<file path="src/rtl/trace_pkg.sv">
package trace_pkg;

    // ------------------------------------------------------------
    // Widths of the retirement trace fields.
    // ------------------------------------------------------------

    typedef logic [31:0] xlen_t;
    typedef logic [31:0] insn_t;
    typedef logic [63:0] order_t;
    typedef logic [4:0]  reg_addr_t;

    // One retirement in every check_period cycles is judged.
    localparam int check_period = 16;
    localparam int check_cycle  = 15;

    // One retirement as reported by the core.
    typedef struct packed {
        logic      valid;
        order_t    order;
        insn_t     insn;
        logic      trap;
        reg_addr_t rs1_addr;
        reg_addr_t rs2_addr;
        xlen_t     rs1_rdata;
        xlen_t     rs2_rdata;
        reg_addr_t rd_addr;
        xlen_t     rd_wdata;
        xlen_t     pc_rdata;
        xlen_t     pc_wdata;
    } trace_rec_t;

    // ------------------------------------------------------------
    // Verdict record.
    // ------------------------------------------------------------

    typedef logic [3:0] mismatch_t;

    // Bit positions inside mismatch_t.
    localparam int mismatch_trap    = 3;
    localparam int mismatch_rd_addr = 2;
    localparam int mismatch_rd_data = 1;
    localparam int mismatch_pc      = 0;

    typedef struct packed {
        logic      valid;
        order_t    order;
        logic      pass;
        mismatch_t mismatch;
    } verdict_t;

endpackage
</file>
<file path="src/rtl/isa_pkg.sv">
package isa_pkg;

    typedef logic [6:0]  opcode_t;
    typedef logic [2:0]  funct3_t;
    typedef logic [6:0]  funct7_t;
    typedef logic [11:0] funct12_t;
    typedef logic [4:0]  shamt_t;

    // ------------------------------------------------------------
    // Major opcodes.
    // ------------------------------------------------------------

    localparam opcode_t opcode_op     = 7'b0110011;
    localparam opcode_t opcode_op_imm = 7'b0010011;

    // ------------------------------------------------------------
    // Register-register operations.
    // ------------------------------------------------------------

    localparam funct3_t funct3_add = 3'b000;
    localparam funct7_t funct7_add = 7'b0000000;

    localparam funct3_t funct3_sub = 3'b000;
    localparam funct7_t funct7_sub = 7'b0100000;

    localparam funct3_t funct3_xor = 3'b100;
    localparam funct7_t funct7_xor = 7'b0000000;

    // Rotates come from the bit manipulation extension.
    localparam funct3_t funct3_ror = 3'b101;
    localparam funct7_t funct7_ror = 7'b0110000;

    localparam funct3_t funct3_rol = 3'b001;
    localparam funct7_t funct7_rol = 7'b0110000;

    // SHA-256 sigma0 uses the OP-IMM space with a fixed imm field.
    localparam funct3_t  funct3_sha256sig0  = 3'b001;
    localparam funct12_t funct12_sha256sig0 = 12'b0001_0000_0010;

    typedef enum logic [2:0] {
        op_add,
        op_sub,
        op_xor,
        op_ror,
        op_rol,
        op_sha256sig0,
        op_illegal
    } op_kind_t;

    typedef struct packed {
        op_kind_t               op;
        logic                   uses_rs2;
        trace_pkg::reg_addr_t   rd_addr;
    } decoded_t;

endpackage

</file>
<file path="src/rtl/xcfi_check_top.sv">
`timescale 1ns/1ps

module xcfi_check_top
    import trace_pkg::*;
    import isa_pkg::*;
(
    input  logic       clock,
    input  logic       reset,
    input  trace_rec_t trace,
    output verdict_t   verdict
);

    trace_rec_t captured;
    logic       captured_checked;

    decoded_t   decoded;
    trace_rec_t decoded_trace;
    logic       decoded_checked;

    logic       exp_trap;
    reg_addr_t  exp_rd_addr;
    xlen_t      exp_rd_wdata;
    xlen_t      exp_pc_wdata;
    trace_rec_t model_trace;
    logic       model_checked;

    trace_capture i_trace_capture (
        .clock    (clock),
        .reset    (reset),
        .trace    (trace),
        .captured (captured),
        .checked  (captured_checked)
    );

    insn_decode i_insn_decode (
        .clock       (clock),
        .reset       (reset),
        .captured_in (captured),
        .checked_in  (captured_checked),
        .decoded     (decoded),
        .trace_out   (decoded_trace),
        .checked_out (decoded_checked)
    );

    spec_model i_spec_model (
        .clock        (clock),
        .reset        (reset),
        .decoded      (decoded),
        .trace_in     (decoded_trace),
        .checked_in   (decoded_checked),
        .exp_trap     (exp_trap),
        .exp_rd_addr  (exp_rd_addr),
        .exp_rd_wdata (exp_rd_wdata),
        .exp_pc_wdata (exp_pc_wdata),
        .trace_out    (model_trace),
        .checked_out  (model_checked)
    );

    trace_compare i_trace_compare (
        .clock        (clock),
        .reset        (reset),
        .exp_trap     (exp_trap),
        .exp_rd_addr  (exp_rd_addr),
        .exp_rd_wdata (exp_rd_wdata),
        .exp_pc_wdata (exp_pc_wdata),
        .trace_in     (model_trace),
        .checked_in   (model_checked),
        .verdict      (verdict)
    );

endmodule

</file>
<file path="src/rtl/trace_compare.sv">
`timescale 1ns/1ps

module trace_compare
    import trace_pkg::*;
(
    input  logic       clock,
    input  logic       reset,
    input  logic       exp_trap,
    input  reg_addr_t  exp_rd_addr,
    input  xlen_t      exp_rd_wdata,
    input  xlen_t      exp_pc_wdata,
    input  trace_rec_t trace_in,
    input  logic       checked_in,
    output verdict_t   verdict
);

    mismatch_t mismatch;

    // A trapping instruction retires nothing else worth comparing, so
    // only the trap bit is judged then.
    always_comb begin
        mismatch                = '0;
        mismatch[mismatch_trap] = (trace_in.trap != exp_trap);
        if (!exp_trap) begin
            mismatch[mismatch_rd_addr] = (trace_in.rd_addr != exp_rd_addr);
            mismatch[mismatch_rd_data] = (trace_in.rd_wdata != exp_rd_wdata);
            mismatch[mismatch_pc]      = (trace_in.pc_wdata != exp_pc_wdata);
        end
    end

    // ------------------------------------------------------------
    // Verdict register.
    // ------------------------------------------------------------

    always_ff @(posedge clock) begin
        verdict.order    <= trace_in.order;
        verdict.pass     <= (mismatch == '0);
        verdict.mismatch <= mismatch;
        if (reset) begin
            verdict.valid <= 1'b0;
        end else begin
            // One pulse per checked retirement.
            verdict.valid <= checked_in;
        end
    end

endmodule

</file>
<file path="src/rtl/spec_model.sv">
`timescale 1ns/1ps

module spec_model
    import trace_pkg::*;
    import isa_pkg::*;
(
    input  logic       clock,
    input  logic       reset,
    input  decoded_t   decoded,
    input  trace_rec_t trace_in,
    input  logic       checked_in,
    output logic       exp_trap,
    output reg_addr_t  exp_rd_addr,
    output xlen_t      exp_rd_wdata,
    output xlen_t      exp_pc_wdata,
    output trace_rec_t trace_out,
    output logic       checked_out
);

    // Rotating a doubled word keeps amount 0 and 31 free of edge cases.
    function automatic xlen_t rotate_right(input xlen_t value, input shamt_t amount);
        logic [63:0] doubled;
        doubled = {value, value} >> amount;
        return doubled[31:0];
    endfunction

    function automatic xlen_t rotate_left(input xlen_t value, input shamt_t amount);
        logic [63:0] doubled;
        doubled = {value, value} << amount;
        return doubled[63:32];
    endfunction

    xlen_t rs1_value;
    xlen_t rs2_value;
    xlen_t result;

    assign rs1_value = trace_in.rs1_rdata;
    assign rs2_value = decoded.uses_rs2 ? trace_in.rs2_rdata : '0;

    always_comb begin
        case (decoded.op)
            op_add:        result = rs1_value + rs2_value;
            op_sub:        result = rs1_value - rs2_value;
            op_xor:        result = rs1_value ^ rs2_value;
            op_ror:        result = rotate_right(rs1_value, rs2_value[4:0]);
            op_rol:        result = rotate_left(rs1_value, rs2_value[4:0]);
            op_sha256sig0: result = rotate_right(rs1_value, 5'd7) ^
                                    rotate_right(rs1_value, 5'd18) ^
                                    (rs1_value >> 3);
            default:       result = '0;
        endcase

        // Writes to x0 are architecturally discarded.
        if (decoded.rd_addr == '0) begin
            result = '0;
        end
    end

    // ------------------------------------------------------------
    // Stage register.
    // ------------------------------------------------------------

    always_ff @(posedge clock) begin
        exp_trap     <= (decoded.op == op_illegal);
        exp_rd_addr  <= decoded.rd_addr;
        exp_rd_wdata <= result;
        exp_pc_wdata <= trace_in.pc_rdata + 32'd4;
        trace_out    <= trace_in;
        if (reset) begin
            trace_out.valid <= 1'b0;
            checked_out     <= 1'b0;
        end else begin
            checked_out <= checked_in;
        end
    end

endmodule

</file>
<file path="src/rtl/insn_decode.sv">
`timescale 1ns/1ps

module insn_decode
    import trace_pkg::*;
    import isa_pkg::*;
(
    input  logic       clock,
    input  logic       reset,
    input  trace_rec_t captured_in,
    input  logic       checked_in,
    output decoded_t   decoded,
    output trace_rec_t trace_out,
    output logic       checked_out
);

    opcode_t  opcode;
    funct3_t  funct3;
    funct7_t  funct7;
    funct12_t funct12;
    decoded_t next_decoded;

    assign opcode  = captured_in.insn[6:0];
    assign funct3  = captured_in.insn[14:12];
    assign funct7  = captured_in.insn[31:25];
    assign funct12 = captured_in.insn[31:20];

    // Anything that does not match one of the supported encodings
    // falls through as illegal.
    always_comb begin
        next_decoded.op       = op_illegal;
        next_decoded.uses_rs2 = 1'b0;
        next_decoded.rd_addr  = captured_in.insn[11:7];

        if (opcode == opcode_op) begin
            if (funct3 == funct3_add && funct7 == funct7_add) begin
                next_decoded.op = op_add;
            end else if (funct3 == funct3_sub && funct7 == funct7_sub) begin
                next_decoded.op = op_sub;
            end else if (funct3 == funct3_xor && funct7 == funct7_xor) begin
                next_decoded.op = op_xor;
            end else if (funct3 == funct3_ror && funct7 == funct7_ror) begin
                next_decoded.op = op_ror;
            end else if (funct3 == funct3_rol && funct7 == funct7_rol) begin
                next_decoded.op = op_rol;
            end
            next_decoded.uses_rs2 = (next_decoded.op != op_illegal);
        end else if (opcode == opcode_op_imm) begin
            if (funct3 == funct3_sha256sig0 && funct12 == funct12_sha256sig0) begin
                next_decoded.op = op_sha256sig0;
            end
        end
    end

    // ------------------------------------------------------------
    // Stage register.
    // ------------------------------------------------------------

    always_ff @(posedge clock) begin
        decoded   <= next_decoded;
        trace_out <= captured_in;
        if (reset) begin
            trace_out.valid <= 1'b0;
            checked_out     <= 1'b0;
        end else begin
            checked_out <= checked_in;
        end
    end

endmodule

</file>
<file path="src/rtl/trace_capture.sv">
`timescale 1ns/1ps

module trace_capture
    import trace_pkg::*;
(
    input  logic       clock,
    input  logic       reset,
    input  trace_rec_t trace,
    output trace_rec_t captured,
    output logic       checked
);

    // Counts 1 to check_period, so the value seen at the n-th edge after
    // reset is ((n - 1) mod check_period) + 1.
    logic [4:0] cycle_count;

    logic in_window;

    assign in_window = (cycle_count == 5'(check_cycle));

    // ------------------------------------------------------------
    // Check window counter.
    // ------------------------------------------------------------

    always_ff @(posedge clock) begin
        if (reset) begin
            cycle_count <= 5'd1;
        end else if (cycle_count == 5'(check_period)) begin
            cycle_count <= 5'd1;
        end else begin
            cycle_count <= cycle_count + 5'd1;
        end
    end

    // ------------------------------------------------------------
    // Trace register.
    // ------------------------------------------------------------

    always_ff @(posedge clock) begin
        captured <= trace;
        if (reset) begin
            captured.valid <= 1'b0;
            checked        <= 1'b0;
        end else begin
            // Only a real retirement inside the window is judged.
            checked <= in_window && trace.valid;
        end
    end

endmodule

</file>
<file path="config.mk">
export PLATFORM = sky130hd
export DESIGN_NAME = xcfi_check_top
export DESIGN_NICKNAME = d
export VERILOG_FILES = /design/src/rtl/trace_pkg.sv /design/src/rtl/isa_pkg.sv /design/src/rtl/xcfi_check_top.sv /design/src/rtl/trace_compare.sv /design/src/rtl/spec_model.sv /design/src/rtl/insn_decode.sv /design/src/rtl/trace_capture.sv
export SDC_FILE = /design/constraint.sdc
export NUM_CORES = 1
export LEC_CHECK = 0
export BUFFER_PORTS_ARGS = -buffer_cell sky130_fd_sc_hd__buf_2
export CORE_UTILIZATION = 40
export CTS_CLUSTER_SIZE = 20
export DETAILED_ROUTE_END_ITERATION = 16
export GPL_TIMING_DRIVEN = 0
export PLACE_DENSITY = 0.63
export RECOVER_POWER = 50
export SLEW_MARGIN = 0
export SYNTH_ARGS = -nofsm -noshare
export SYNTH_HDL_FRONTEND = slang
export SYNTH_HIERARCHICAL = 1
export SYNTH_SLANG_ARGS = --single-unit
</file>
<file path="constraint.sdc">
create_clock -name clock -period 4.62 [get_ports clock]
set_input_delay 0.693 -clock clock [delete_from_list [all_inputs] [get_ports clock]]
set_output_delay 0.693 -clock clock [all_outputs]
set_load 0.02 [all_outputs]
</file>
; ---- Word level (Yosys, flattened, before mapping)
; Cells that the tools add are included.
[op_classes]
eq_ne = 21
reduce_logical = 13
shifts = 2
n_addsub = 4
n_bitwise = 3
mux = 12
[op_table]
columns = operator, count
row1 = $pmux W32 S6, 1
row2 = $ne A32 B32 Y1, 2
row3 = $shl A64 B5 Y64, 1
row4 = $shr A64 B5 Y32, 1
row5 = $xor A32 B32 Y32, 2
row6 = $add A32 B3 Y32 const B, 1
row7 = $add A32 B32 Y32, 1
row8 = $mux W32, 1
row9 = $sub A32 B32 Y32, 1
row10 = $xor A32 B29 Y32, 1
row11 = $mux W3, 8
row12 = $eq A7 B6 Y1 const B, 3
row13 = $eq A3 B3 Y1 const B, 5
row14 = $eq A12 B9 Y1 const B, 1
row15 = $eq A7 B5 Y1 const B, 1
row16 = $logic_and A1 B1 Y1, 7
row17 = $logic_not A7 Y1, 1
row18 = $eq A3 B1 Y1 const B, 2
row19 = $eq A3 B2 Y1 const B, 2
row20 = $logic_not A3 Y1, 2
row21 = $add A5 B1 Y5 const B, 1
row22 = $eq A5 B4 Y1 const B, 1
row23 = $eq A5 B5 Y1 const B, 1
row24 = $logic_not A5 Y1, 1
row25 = 6 further kinds, 7
[word_totals]
reg_bits = 783
elab_cells = 92
in_bits = 275

; ---- Depth between registers and ports, before layout
[depth]
depth_word = 9
depth_mapped = 22
depth_no_buf = 19

; ---- Modules after synthesis
; Netlist, hierarchy kept.
[modules_own_cells]
columns = module, seq_area_each_um2, cells_per_inst, area_each_um2, instances
row1 = spec_model, 6846.6, 1606, 15937.8, 1
row2 = insn_decode, 5565.3, 307, 5776.8, 1
row3 = trace_capture, 5585.4, 298, 5731.7, 1
row4 = trace_compare, 1401.3, 166, 2180.8, 1

; ---- Worst setup path before layout
; OpenSTA, ideal clock, no wires.
[synth_path]
path_kind = register to register
startpoint = register i_insn_decode/decoded[5] (netlist name)
endpoint = register i_spec_model.exp_rd_wdata[30]
stages_incl_launch_ff = 21
path_buffers = 5
slack_ns = 0.064
setup_time_ns = 0.092
arrival_time_ns = 4.463
path_cell_list = dfxtp_1 clkbuf_1 clkbuf_1 clkbuf_1 clkbuf_1 buf_1 o21ai_0 nand2_1 o21ai_0 nand2_1 o21ai_0 a32oi_1 ha_1 and3_1 and4_1 nor4b_1 o31ai_1 a31o_2 a41o_1 and2_1 o32ai_1
[synth_via]
elab_chain_len = 3
[synth_rtl]
columns = item, line
row1 = $mux W32 (*), spec_model.sv:38  ; assign rs2_value = decoded.uses_rs2 ? trace_in.rs2_rdata : '0;
row2 = "$sub A32 B32 Y32, or another cell as far along", spec_model.sv:43  ; op_sub: result = rs1_value - rs2_value;
row3 = $pmux W32 S6 (*), spec_model.sv:41  ; case (decoded.op)
row4 = end signal: assignment, spec_model.sv:66  ; exp_rd_wdata <= result;
row5 = end: declaration, spec_model.sv:14  ; output xlen_t exp_rd_wdata,
; Every way passes the cells marked *; elsewhere a longest branch is shown, timed or not.
; A chain may end at the register's enable or synchronous reset.

; ---- Final worst setup path
[layout_path]
startpoint = register i_insn_decode/trace_out[104] in the netlist's numbering
endpoint = register i_spec_model.exp_rd_wdata[30]
[layout_via]
elab_chain_len = 3
[layout_rtl]
columns = item, line
row1 = start: declaration, insn_decode.sv:12  ; output trace_rec_t trace_out,
row2 = start signal: assignment, insn_decode.sv:60  ; trace_out <= captured_in;
row3 = $mux W32 (*), spec_model.sv:38
row4 = "$sub A32 B32 Y32, or another cell as far along", spec_model.sv:43
row5 = $pmux W32 S6 (*), spec_model.sv:41
; Marked as above.

==> impl_metrics.yaml <==
status:
  status: "finished, final reports clean"
timing:
  slew-limit-headroom: 0.07954
  finalCritPeriodShare: 0.9945
  fin_ws_ps: 25.51
  fin_tns_setup_ps: 0
  finalSetupViolations: 0
  worst-slew-pin-transition_ps: 1378
  grt_setup_unrepaired: "yes"
  skew_ps: 34.78
  finalHoldWorstSlack_ps: 152.5
  max_freq_mhz: 217.7
  finalCriticalPeriod_ps: 4594
  maxSlewViolCount: 0
  finalHoldViolations: 0
placement:
  io_buffer_count: 329
  place_area_sq_um: 28450
  dp_hpwl_mm: 67.23
  dp_worst_setup_slack_ps: -2447
  gp_congestion: 1.005
  dp_cells: 3353
grt:
  antenna_found_initial: 10
  grt_overflow: 0
  grt_usage: 0.2643
  grt_pass1_wl_mm: 126.3
  grt_pass1_vias: 18730
  grt_max_degree: 20
run:
  cap_violations: 0
layout:
  final_cells: 3499
  area_delta_synth_final_pct: 22.73
  multi_input_area_sq_um: 9948
  drive_gt1_frac: 0.2322
  n_fill_cell: 5648
  diodes: 0
  final-seq-area_sq_um: 15580
  final_cell_area_sq_um: 31590
  nets: 2904
logic_synthesis:
  synth_cells: 2177
  yosys_warnings: 6
  synth_fp_nets: 2488
  synth.avg_cell_area_sq_um: 11.82
  netlist_area_sq_um: 25740
pwr:
  switching_share: 0.2267
  leakage_nw: 13.39
  irDropWorstVdd_mv: 0.4799
  p_switching_w: 0.003260
  clockPowerShare: 0.438
  p_seq_frac: 0.502
  pwr-share-comb: 0.060
  p_per_area_nw_per_um2: 455.1
  intPower_w: 0.01112
detailed_routing:
  drt-wirelength-per-cell_microns: 25.04
  drt_pass1_iterations: 6
  wl_mm: 87.62
  drc: 0
  vias_per_cell: 5.295
  drtIter0Drc: 1623
  antenna_left: 0
  num_vias: 18530
clock_network:
  cts_buffers: 74
  clock-root-buffer: "clkbuf_16"
  clk_pin_slew_worst_paths_ps: 70
  postCtsHoldBufs: 0
  cts_tree: "done"
  cts_max_path_buffers: 3
  htree_num_levels: 3
  cts.sink_count: 778
  insertion_delay_ps: 630
worst_setup_path:
  critPathCaptureType: "register"
  critPathKind: "reg -> reg"
  cp_max_fo: 5
  crit_required_ps: 5120
  start_kind: "register"
  cp.arrival_ps: 5090
floorplanning:
  die_area_sq_um: 65360
  rows: 92
  coreArea_sq_um: 63310
  start_util: 0.4065
  die_y_microns: 255.7
  die_w_microns: 255.7
  ioPinCount: 345
worst_hold_path:
  min_path_type: "in -> reg"
[cell type report]
type	count	share of cell area
well taps	846	0.03351
clock buffers	99	0.06603
multi-input cells	1263	0.3149
repair buffers	349	0.05589
clock inverters	37	0.01727
plain buffers	112	0.01715
inverters	15	0.002020
flip-flops and latches	778	0.4932
[critical path, cell delays in order, from the launching register on]
cell	delay (ps)
dfxtp_2	320
buf_6	120
or4_4	490
or3_4	430
or3_4	430
or3_1	340
o21ai_1	130
nand2_1	60
o21ai_0	70
a32oi_1	110
ha_1	400
nand2_2	100
nor2_4	150
nand2_2	80
o31ai_4	380
a31o_2	260
a41o_1	200
nor2_1	80
o32ai_4	310
[cells in the final DEF (no fill, tap or decap), types with 10 or more instances in the layout]
| master | instances |
|---|---|
| a21oi_1 | 79 |
| a31oi_1 | 17 |
| or3_1 | 18 |
| a211oi_1 | 24 |
| o22ai_1 | 10 |
| mux4_2 | 45 |
| clkbuf_1 | 90 |
| xor2_1 | 37 |
| nand4_1 | 28 |
| o211ai_1 | 11 |
| inv_1 | 14 |
| clkbuf_16 | 75 |
| buf_1 | 15 |
| nand3_1 | 30 |
| buf_2 | 324 |
| a21o_1 | 21 |
| nor2_1 | 112 |
| clkinv_2 | 13 |
| nor2b_1 | 13 |
| mux2i_1 | 150 |
| buf_4 | 25 |
| clkbuf_8 | 14 |
| a221oi_1 | 19 |
| and3_1 | 23 |
| dfxtp_1 | 774 |
| o21ai_0 | 40 |
| xnor2_1 | 188 |
| ha_1 | 32 |
| nand2_1 | 134 |
| nor3_1 | 36 |
[worst paths after layout]
path | from | endpoint | slack, ps | cells after the start
max | i_insn_decode/trace_out[104]$_DFF_P_ | i_spec_model/exp_rd_wdata[30]$_SDFF_PN0_ | 30 | 18
min | trace[244] | i_trace_capture/captured[244]$_DFF_P_ | 150 | 1
max reg2reg | i_insn_decode/trace_out[104]$_DFF_P_ | i_spec_model/exp_rd_wdata[30]$_SDFF_PN0_ | 30 | 18
min reg2reg | i_trace_capture/captured[120]$_DFF_P_ | i_insn_decode/trace_out[120]$_DFF_P_ | 300 | 0
[what timing repair did]
item	CTS	global route
setup endpoints to repair	29	17
pin swaps	6	30
setup buffers	5	14
gates resized for setup	61	58
[state kept, by name, summed over array words and instances, names as in the netlist]
signal and cells:
i_trace_capture/captured 257, i_insn_decode/trace_out 235, i_spec_model/trace_out 134, i_trace_compare/verdict 70, i_spec_model/exp_pc_wdata 32, i_spec_model/exp_rd_wdata 32
i_spec_model/exp_rd_addr 5, i_trace_capture/cycle_count 5, i_insn_decode/decoded 4, i_insn_decode/checked_out 1, i_spec_model/checked_out 1, i_spec_model/exp_trap 1
i_trace_capture/checked 1
[power by group through the flow]
stage	logic [W]	clock network, W	registers, W
2_1_floorplan	0.000426	0	0.00733
3_3_place_gp	0.000803	0	0.00736
3_5_place_dp	0.000806	0	0.00736
4_1_cts	0.000825	0.00647	0.00722
5_1_grt	0.000905	0.00676	0.00724
6_report	0.000860	0.00630	0.00722
[per-stage QoR]
| stage | util | power (W) |
|---|---|---|
| after floorplan | - | 0.007760 |
| after global placement | 0.4493 | 0.008158 |
| after detailed placement | 0.4493 | 0.008170 |
| after CTS | 0.4946 | 0.01451 |
| after global routing | 0.4990 | 0.01491 |
| final | 0.4990 | 0.01438 |
[layer usage]
metal | part of all wire | track usage | up-vias
met5 | 0.0010 | 0 | -
met4 | 0.041 | 0.1035 | 16
met3 | 0.081 | 0.06566 | 186
met2 | 0.46 | 0.4317 | 869
met1 | 0.42 | 0.3350 | 8983
li1 | - | - | 8473
(Power assumes the default switching activity.)
